### src/hdl/dmem_consts.svh
`ifndef DMEM_CONSTS_SVH
`define DMEM_CONSTS_SVH

// ~~~~~~~~~~~~~~~~~~~~~~~~~~~~~~~~~~~~~~~~~~~~~~~~~~
// Major opcodes, instr[6:2]
`define OP_LOAD            5'b00000
`define OP_STORE           5'b01000

// Exception causes
`define EXC_LOAD_MISALIGN  4'd4
`define EXC_STORE_MISALIGN 4'd6

// ~~~~~~~~~~~~~~~~~~~~~~~~~~~~~~~~~~~~~~~~~~~~~~~~~~
// Data RAM geometry and timing
`define DMEM_WORDS         1024
`define DMEM_WAIT          2        // Wait states before ack

// Load width encodings, stores share the low three
`define FUNCT_LB           3'b000
`define FUNCT_LH           3'b001
`define FUNCT_LW           3'b010
`define FUNCT_LBU          3'b100
`define FUNCT_LHU          3'b101

`endif

### src/hdl/dmem_pkg.sv
package dmem_pkg;

    // ~~~~~~~~~~~~~~~~~~~~~~~~~~~~~~~~~~~~~~~~~~~~~~~~~~
    // Pipeline bundles
    typedef struct packed {
        logic        valid;
        logic [31:0] pc;
        logic [31:0] instr;
        logic [4:0]  opcode;
        logic [2:0]  funct;
        logic        nop;
        logic [4:0]  rd;
        logic [31:0] result;     // ALU result, or store data
        logic [31:0] addr;       // Effective address
        logic [3:0]  exc;
        logic        exc_valid;
        logic        halt;
    } ex_mem_t;

    typedef struct packed {
        logic        valid;
        logic [31:0] pc;
        logic [31:0] instr;
        logic [4:0]  opcode;
        logic [2:0]  funct;
        logic        nop;
        logic [4:0]  rd;
        logic [31:0] result;     // Loaded value for loads
        logic [3:0]  exc;
        logic        exc_valid;
        logic        halt;
    } mem_wb_t;

    // ~~~~~~~~~~~~~~~~~~~~~~~~~~~~~~~~~~~~~~~~~~~~~~~~~~
    // Wishbone classic
    typedef struct packed {
        logic        cyc;
        logic        stb;
        logic        we;
        logic [3:0]  sel;
        logic [31:0] adr;
        logic [31:0] dat;
    } wb_req_t;

    typedef struct packed {
        logic        ack;
        logic [31:0] dat;
    } wb_rsp_t;

endpackage

### src/hdl/byte_lane_unit.sv
`timescale 1ns/1ps
`include "dmem_consts.svh"

module byte_lane_unit (
    input  logic [1:0]  addr,
    input  logic [2:0]  funct,
    input  logic [31:0] store_data,
    input  logic        is_store,
    input  logic [31:0] load_word,
    output logic [3:0]  sel,
    output logic [31:0] store_lanes,
    output logic [31:0] load_value,
    output logic        misaligned
);

    localparam logic [1:0] SZ_BYTE = 2'd0;
    localparam logic [1:0] SZ_HALF = 2'd1;
    localparam logic [1:0] SZ_WORD = 2'd2;

    logic [1:0]  size;
    logic [3:0]  lane_mask;
    logic [31:0] load_shifted;

    always_comb begin
        case (funct)
            `FUNCT_LB, `FUNCT_LBU: size = SZ_BYTE;
            `FUNCT_LH, `FUNCT_LHU: size = SZ_HALF;
            default:               size = SZ_WORD;
        endcase
    end

    // ~~~~~~~~~~~~~~~~~~~~~~~~~~~~~~~~~~~~~~~~~~~~~~~~~~
    // Store side
    always_comb begin
        case (size)
            SZ_BYTE: lane_mask = 4'b0001 << addr;
            SZ_HALF: lane_mask = 4'b0011 << addr;
            default: lane_mask = 4'b1111;
        endcase
    end

    assign sel         = is_store ? lane_mask : 4'b1111;   // Reads fetch the whole word
    assign store_lanes = store_data << {addr, 3'b000};

    assign misaligned = (size == SZ_HALF && addr[0]) ||
                        (size == SZ_WORD && addr != 2'b00);

    // ~~~~~~~~~~~~~~~~~~~~~~~~~~~~~~~~~~~~~~~~~~~~~~~~~~
    // Load side
    assign load_shifted = load_word >> {addr, 3'b000};     // Addressed byte to lane 0

    always_comb begin
        case (funct)
            `FUNCT_LB:  load_value = {{24{load_shifted[7]}}, load_shifted[7:0]};
            `FUNCT_LH:  load_value = {{16{load_shifted[15]}}, load_shifted[15:0]};
            `FUNCT_LW:  load_value = load_word;
            `FUNCT_LBU: load_value = {24'h0, load_shifted[7:0]};
            `FUNCT_LHU: load_value = {16'h0, load_shifted[15:0]};
            default:    load_value = load_word;
        endcase
    end

endmodule

### src/hdl/memory.sv
`timescale 1ns/1ps
`include "dmem_consts.svh"

module memory
    import dmem_pkg::*;
(
    input  logic    clk,
    input  logic    reset,
    input  logic    flush,
    input  logic    stall_in,
    input  ex_mem_t ex_mem,
    output mem_wb_t mem_wb,
    output logic    stall_out,
    output wb_req_t wb_req,
    input  wb_rsp_t wb_rsp
);

    localparam logic [1:0] ST_IDLE = 2'd0;
    localparam logic [1:0] ST_BUS  = 2'd1;
    localparam logic [1:0] ST_HOLD = 2'd2;

    logic [1:0]  state;
    logic        drop;            // Flushed while the bus cycle runs
    logic [31:0] hold_word;       // Read word parked under back-pressure
    logic        is_load;
    logic        is_store;
    logic        mem_op;
    logic        misaligned;
    logic [3:0]  lane_sel;
    logic [31:0] store_lanes;
    logic [31:0] load_word;
    logic [31:0] load_value;
    mem_wb_t     out_next;

    assign is_load  = !ex_mem.nop && ex_mem.opcode == `OP_LOAD;
    assign is_store = !ex_mem.nop && ex_mem.opcode == `OP_STORE;
    assign mem_op   = ex_mem.valid && !ex_mem.exc_valid && !misaligned && (is_load || is_store);

    assign load_word = (state == ST_HOLD) ? hold_word : wb_rsp.dat;

    byte_lane_unit lanes (
        .addr       (ex_mem.addr[1:0]),
        .funct      (ex_mem.funct),
        .store_data (ex_mem.result),
        .is_store   (is_store),
        .load_word  (load_word),
        .sel        (lane_sel),
        .store_lanes(store_lanes),
        .load_value (load_value),
        .misaligned (misaligned)
    );

    // ~~~~~~~~~~~~~~~~~~~~~~~~~~~~~~~~~~~~~~~~~~~~~~~~~~
    // Outgoing bundle for the item at the input
    always_comb begin
        out_next.valid     = ex_mem.valid;
        out_next.pc        = ex_mem.pc;
        out_next.instr     = ex_mem.instr;
        out_next.opcode    = ex_mem.opcode;
        out_next.funct     = ex_mem.funct;
        out_next.nop       = ex_mem.nop;
        out_next.rd        = ex_mem.rd;
        out_next.result    = (mem_op && is_load) ? load_value : ex_mem.result;
        out_next.exc       = ex_mem.exc;
        out_next.exc_valid = ex_mem.exc_valid;
        out_next.halt      = ex_mem.halt;
        if (!ex_mem.exc_valid && misaligned && (is_load || is_store)) begin
            out_next.exc       = is_load ? `EXC_LOAD_MISALIGN : `EXC_STORE_MISALIGN;
            out_next.exc_valid = 1'b1;
        end
    end

    always_comb begin
        case (state)
            ST_IDLE: stall_out = stall_in || mem_op;
            ST_BUS:  stall_out = stall_in || !wb_rsp.ack || drop;
            default: stall_out = stall_in;
        endcase
    end

    // ~~~~~~~~~~~~~~~~~~~~~~~~~~~~~~~~~~~~~~~~~~~~~~~~~~
    // Stage FSM and bus master
    always_ff @(posedge clk) begin
        if (reset) begin
            state        <= ST_IDLE;
            drop         <= 1'b0;
            mem_wb.valid <= 1'b0;
            wb_req.cyc   <= 1'b0;
            wb_req.stb   <= 1'b0;
        end else begin
            case (state)
                ST_IDLE: begin
                    if (flush) begin
                        mem_wb.valid <= 1'b0;
                    end else if (!stall_in) begin
                        if (mem_op) begin
                            wb_req.cyc   <= 1'b1;
                            wb_req.stb   <= 1'b1;
                            wb_req.we    <= is_store;
                            wb_req.sel   <= lane_sel;
                            wb_req.adr   <= ex_mem.addr;
                            wb_req.dat   <= store_lanes;
                            mem_wb.valid <= 1'b0;
                            state        <= ST_BUS;
                        end else begin
                            mem_wb <= out_next;     // Pass-through, bubble or exception
                        end
                    end
                end
                ST_BUS: begin
                    if (wb_rsp.ack) begin
                        wb_req.cyc <= 1'b0;
                        wb_req.stb <= 1'b0;
                        drop       <= 1'b0;
                        if (flush || drop) begin
                            state <= ST_IDLE;       // Result discarded
                        end else if (stall_in) begin
                            hold_word <= wb_rsp.dat;
                            state     <= ST_HOLD;
                        end else begin
                            mem_wb <= out_next;
                            state  <= ST_IDLE;
                        end
                    end else if (flush) begin
                        drop <= 1'b1;
                    end
                end
                ST_HOLD: begin
                    if (flush) begin
                        state <= ST_IDLE;
                    end else if (!stall_in) begin
                        mem_wb <= out_next;
                        state  <= ST_IDLE;
                    end
                end
                default: state <= ST_IDLE;
            endcase
        end
    end

    // ~~~~~~~~~~~~~~~~~~~~~~~~~~~~~~~~~~~~~~~~~~~~~~~~~~
    a_stb_in_cyc: assert property (@(posedge clk) disable iff (reset)
        wb_req.stb |-> wb_req.cyc);

    a_req_stable: assert property (@(posedge clk) disable iff (reset)
        wb_req.stb && !wb_rsp.ack |=> $stable(wb_req));

    a_flush_kills: assert property (@(posedge clk) disable iff (reset)
        flush |=> !mem_wb.valid);

endmodule

### config.mk
export PLATFORM = sky130hd
export DESIGN_NAME = memory
export DESIGN_NICKNAME = d
export VERILOG_FILES = /design/src/hdl/dmem_pkg.sv /design/src/hdl/byte_lane_unit.sv /design/src/hdl/memory.sv
export VERILOG_INCLUDE_DIRS = /design/src /design/src/hdl
export SDC_FILE = /design/constraint.sdc
export NUM_CORES = 1
export LEC_CHECK = 0
export ABC_AREA = 1
export BUFFER_PORTS_ARGS = -buffer_cell sky130_fd_sc_hd__buf_2
export CORE_AREA = 2 2 148 150
export CTS_BUF_LIST = sky130_fd_sc_hd__clkbuf_4
export DETAILED_ROUTE_END_ITERATION = 7
export DIE_AREA = 0 0 150 152
export GPL_TIMING_DRIVEN = 0
export PLACE_DENSITY = 0.77
export SYNTH_ARGS = -nofsm -noshare
export SYNTH_HDL_FRONTEND = slang
export SYNTH_SLANG_ARGS = --single-unit
### constraint.sdc
create_clock -name clk -period 9.3 [get_ports clk]
set_input_delay 0.93 -clock clk [delete_from_list [all_inputs] [get_ports clk]]
set_output_delay 0.93 -clock clk [all_outputs]
set_load 0.02 [all_outputs]
After elaboration in Yosys (flattened, before gate mapping):

Cells that the tools add are included.
W data, S select, Z words.

* input bits: 186
* flip-flop bits (word level): 223
* word-level logic and storage cells: 117

* reductions and logical operators: 37
* shifts and indexed selects: 4
* eq/ne operators: 17
* multiplexer cells: 35
* bitwise operators: 4

Operators with widths (number)
* $mux W117: 5
* $pmux W117 S3: 1
* $mux W116: 2
* $mux W71: 3
* $pmux W32 S4: 1
* $mux W32: 2
* $shl A32 B5 Y32: 1
* $shr A32 B5 Y16: 1
* $reduce_and A5 Y1: 5
* $mux W2: 10
* $ne A2 B2 Y1 const B: 7
* $logic_and A1 B1 Y1: 10
* $pmux W2 S2: 2
* $pmux W4 S2: 1
* $reduce_and A8 Y1: 1
* $eq A3 B3 Y1 const B: 2
* $logic_or A1 B1 Y1: 6
* $ne A3 B3 Y1 const B: 2
* $pmux W2 S3: 1
* $reduce_bool A2 Y1: 3
* $eq A5 B4 Y1 const B: 1
* $logic_not A5 Y1: 1
* $mux W5: 1
* $eq A2 B1 Y1 const B: 2
* 14 further kinds: 26

Logic depth before layout (Yosys ltp):

* depth in word-level cells: 15
* gate-level depth with buffers: 13
* mapped depth without buffers: 11

Cells and area by module:

A second synthesis with hierarchy kept.

* cells, all modules: 750
* area, all modules: 9350.2 um2

Modules (own cells, without submodules)
* memory: instances 1, area an instance 7943.9 um2, cells each 459
* byte_lane_unit: instances 1, area an instance 1406.3 um2, cells each 291

Worst setup path after synthesis:

OpenSTA, ideal clock, no wires.

* path type: input to register
* start: input port ex_mem[7] (netlist name)
* end: register wb_req[0] (netlist name), enable pin
* stages: 7
* setup time: 674 ps
* setup slack: 567 ps
* buffers on the path: 0
* arrival: 8060 ps
* cell sequence: inv_2 nand2_8 nand2_4 inv_1 nor2_1 nand3_1 nor4_1

* longest elaborated chain between the ends: 7

RTL lines
* from (decl): line memory.sv:11 `input ex_mem_t ex_mem,`
* $reduce_bool A2 Y1: line byte_lane_unit.sv:46 `(size == SZ_WORD && addr != 2'b00);`
* $logic_and A1 B1 Y1: line byte_lane_unit.sv:46
* $logic_or A1 B1 Y1: line byte_lane_unit.sv:45 `assign misaligned = (size == SZ_HALF && addr[0]) ||`
* $logic_not A1 Y1: line memory.sv:37 `assign mem_op = ex_mem.valid && !ex_mem.exc_valid && !misaligned && (is_load || is_store);`
* $logic_and A1 B1 Y1 (2 in series): line memory.sv:37
* $reduce_and A5 Y1 (no source line)
* to (decl): line memory.sv:14 `output wb_req_t wb_req,`

No other way between the ends.
A chain may end at the register's enable or synchronous reset.

Worst setup path after layout:

* start: input port ex_mem[6] (netlist name)
* end: register wb_req[49] (netlist name), enable pin

* longest elaborated chain between the ends: 7
* elaborated cells on any way between the ends: 8

RTL lines (line)
* $reduce_bool A2 Y1: byte_lane_unit.sv:46
* $logic_and A1 B1 Y1: byte_lane_unit.sv:46
* $logic_or A1 B1 Y1 *: byte_lane_unit.sv:45
* $logic_not A1 Y1 *: memory.sv:37
* $logic_and A1 B1 Y1 * (2 in series): memory.sv:37
* $reduce_and A5 Y1 (no source line) *

Every way passes the cells marked *; elsewhere a longest branch is shown, timed or not.

==> impl_metrics.toml <==
[cts]
ctsHoldBuffers = 0
clkLatencyLatePin_ns = 0.71
root_buffer = "clkbuf_4"
cts_max_level = 2
cts_tree = "yes"
ctsResizeCount = 0
clockBufferDepth = 3
cts-buffers-inserted = 57
cts.sinks = 222
cts_setup_buffers = 0
cts.clk_slew.worst_paths_ns = 0.07

[yosys]
synth_area_per_cell_sq_um = 11.4
syn_inst = 823
ys_ff_latch = 222
ys_warn_count = 0
yosys_most_used_dff = "edfxtp_1"
async_flop_share = 0
ys_seq_area_frac = 0.704
synth_edf_count = 217
synth_nets = 1013
ys_types = 36
syn_area_sq_um = 9400

[power]
worst_ir_drop_vdd_mv = 0.0693
p_leak_nw = 5.65
powerDensity_nw_per_um2 = 169

[finish]
layout_commonest_cell = "buf_2"
layout_common_cells = "388 x buf_2, 217 x edfxtp_1, 189 x nand2_1, 106 x inv_1, 91 x nor2_1"
syn_to_final_growth_pct = 32.5
final-seq-area_sq_um = 6620
multiInputGateArea_sq_um = 2210
fill_cells = 1879
final_net_count = 1456
drive_gt1_frac = 0.396

[detailed_routing]
drc = 0
drt-initial-drc-count = 621
drt-total-wl_um = 32400
dr.pass1.iters = 7
post_drt_wl_per_cell_um = 20.3
vias = 7889
ant_nets = 0
vias_per_cell = 4.93

[global_route]
grt_pass1_vias = 7659
grt_pass1_wl_um = 45400
track_usage = 0.272
grt_max_degree = 65
antenna_found_initial = 13
grt_overflow = 0

[timing]
fmax_mhz = 306
finalClockSkew_ns = 0.0723
setup_violations = 0
slew_viol_final = 0
fin_hold_ws_ns = 0.405
setup_tns_ns = 0
tightest_slew_ns = 0.906
hold_viol = 0
layout_setup_ws_ns = 6.03
min_period_ns = 3.27
relSlewSlack = 0.391
post-route-period-util = 0.351
rsz0062_at_grt = "false"

[floorplanning]
coreArea_sq_um = 21400
row_count = 54
start_util = 0.440
die_area_sq_um = 22800
ios = 375
die_x_um = 150
die_h_um = 152

[worst_hold_path]
hp-class = "in2reg"

[place]
pre_cts_ws_ns = 5.45
port_buffers = 374
hpwlAfterDp_um = 25300
gp_congestion = 0.965

[worst_setup_path]
worstPathMaxFanout = 10
critPathKind = "in2reg"
cp.arrival_ns = 3.62
cp.required_ns = 9.65
end_kind = "flip-flop"
setup.worst_path.start_class = "primary input"

[flow_run]
drv_cap = 0

[status]
status = "finished, final reports clean"
## per-layer routing
layer  wire length [um]  track usage
met1              12200        0.324
met2              16000        0.460
met3               2930       0.0760
met4               1160        0.116
met5                 39            0
## where the power goes
| group | leakage (nW) | internal, mW | switching (mW) | total (mW) |
|---|---|---|---|---|
| clock | 0.418 | 0.389 | 0.404 | 0.793 |
| combinational | 3.21 | 0.0672 | 0.124 | 0.191 |
| sequential | 2.02 | 1.12 | 0.00440 | 1.12 |
| total | 5.65 | 1.58 | 0.532 | 2.11 |
## state kept, by name, summed over array words and instances, names as in the netlist
register / cells
mem_wb: 117
wb_req: 70
state: 2
drop: 1
hold_word: 32
## worst max-delay path, cell delays in order
cell and delay (ns):
buf_2 0.18, inv_4 0.13, nand2_8 0.12, nand2_4 0.12
inv_1 0.06, nor2_1 0.11, nand3_1 0.19, nor4_2 0.73
buf_6 0.24, buf_4 0.19, buf_4 0.19, buf_4 0.21
buf_4 0.21
## Yosys cell counts (2+ instances only)
cell	instances	area (sq um)
edfxtp_1	217	6520
nand2_1	189	709
inv_1	107	402
nor2_1	92	345
o21ai_0	62	310
nand3_1	45	225
buf_2	14	70.1
nand3_2	11	110
a22oi_1	8	60.1
or2_1	7	43.8
clkbuf_1	6	22.5
nand4_1	6	37.5
o221ai_1	6	52.6
a21oi_1	5	25.0
dfxtp_1	5	100
buf_4	4	30.0
ha_1	4	50.1
o211ai_1	4	30.0
buf_6	3	33.8
inv_2	3	11.3
nand2_4	3	33.8
nor2_4	3	33.8
nor3_1	3	15.0
inv_4	2	12.5
nand2_2	2	12.5
or2_0	2	12.5
## cells by family after synthesis
group                    Yosys count  share of synthesized area
AO/OA/AOI/OAI                     87                     0.0522
adder cells (fa/ha/maj)            4                    0.00533
buffers and inverters            140                     0.0623
flip-flops                       222                      0.704
AND/OR/NAND/NOR                  370                      0.176
## stage by stage
step / power, mW / instances / utilization / instance area, sq um
final: 2.11 / 1599 / 0.583 / 12500
after CTS: 2.12 / 1594 / 0.583 / 12400
after floorplan: 1.24 / 823 / - / 9400
after global routing: 2.19 / 1596 / 0.583 / 12400
after global placement: 1.33 / 1477 / 0.544 / 11600
after detailed placement: 1.33 / 1487 / 0.550 / 11700
## path summary, 6_finish.rpt
| check | slack, ns | startpoint | cells past startpoint | endpoint |
|---|---|---|---|---|
| worst min-delay path | 0.40 | ex_mem[134] | 1 | mem_wb[102] |
| worst min register to register | 0.47 | mem_wb[116] | 2 | mem_wb[116] |
| worst max-delay path | 6.03 | ex_mem[6] | 13 | wb_req[49] |
| worst max register to register | 6.31 | state[0] | 9 | wb_req[49] |
## final cells by class
type	instances	area share
Sequential cell	222	0.531
Multi-Input combinational cell	461	0.177
Timing Repair Buffer	384	0.158
Clock buffer	77	0.0464
Inverter	112	0.0346
Tap cell	280	0.0281
Buffer	28	0.0129
Clock inverter	30	0.00995
Antenna cell	5	0.00100
No activity file was read; power rests on OpenSTA's default activity.
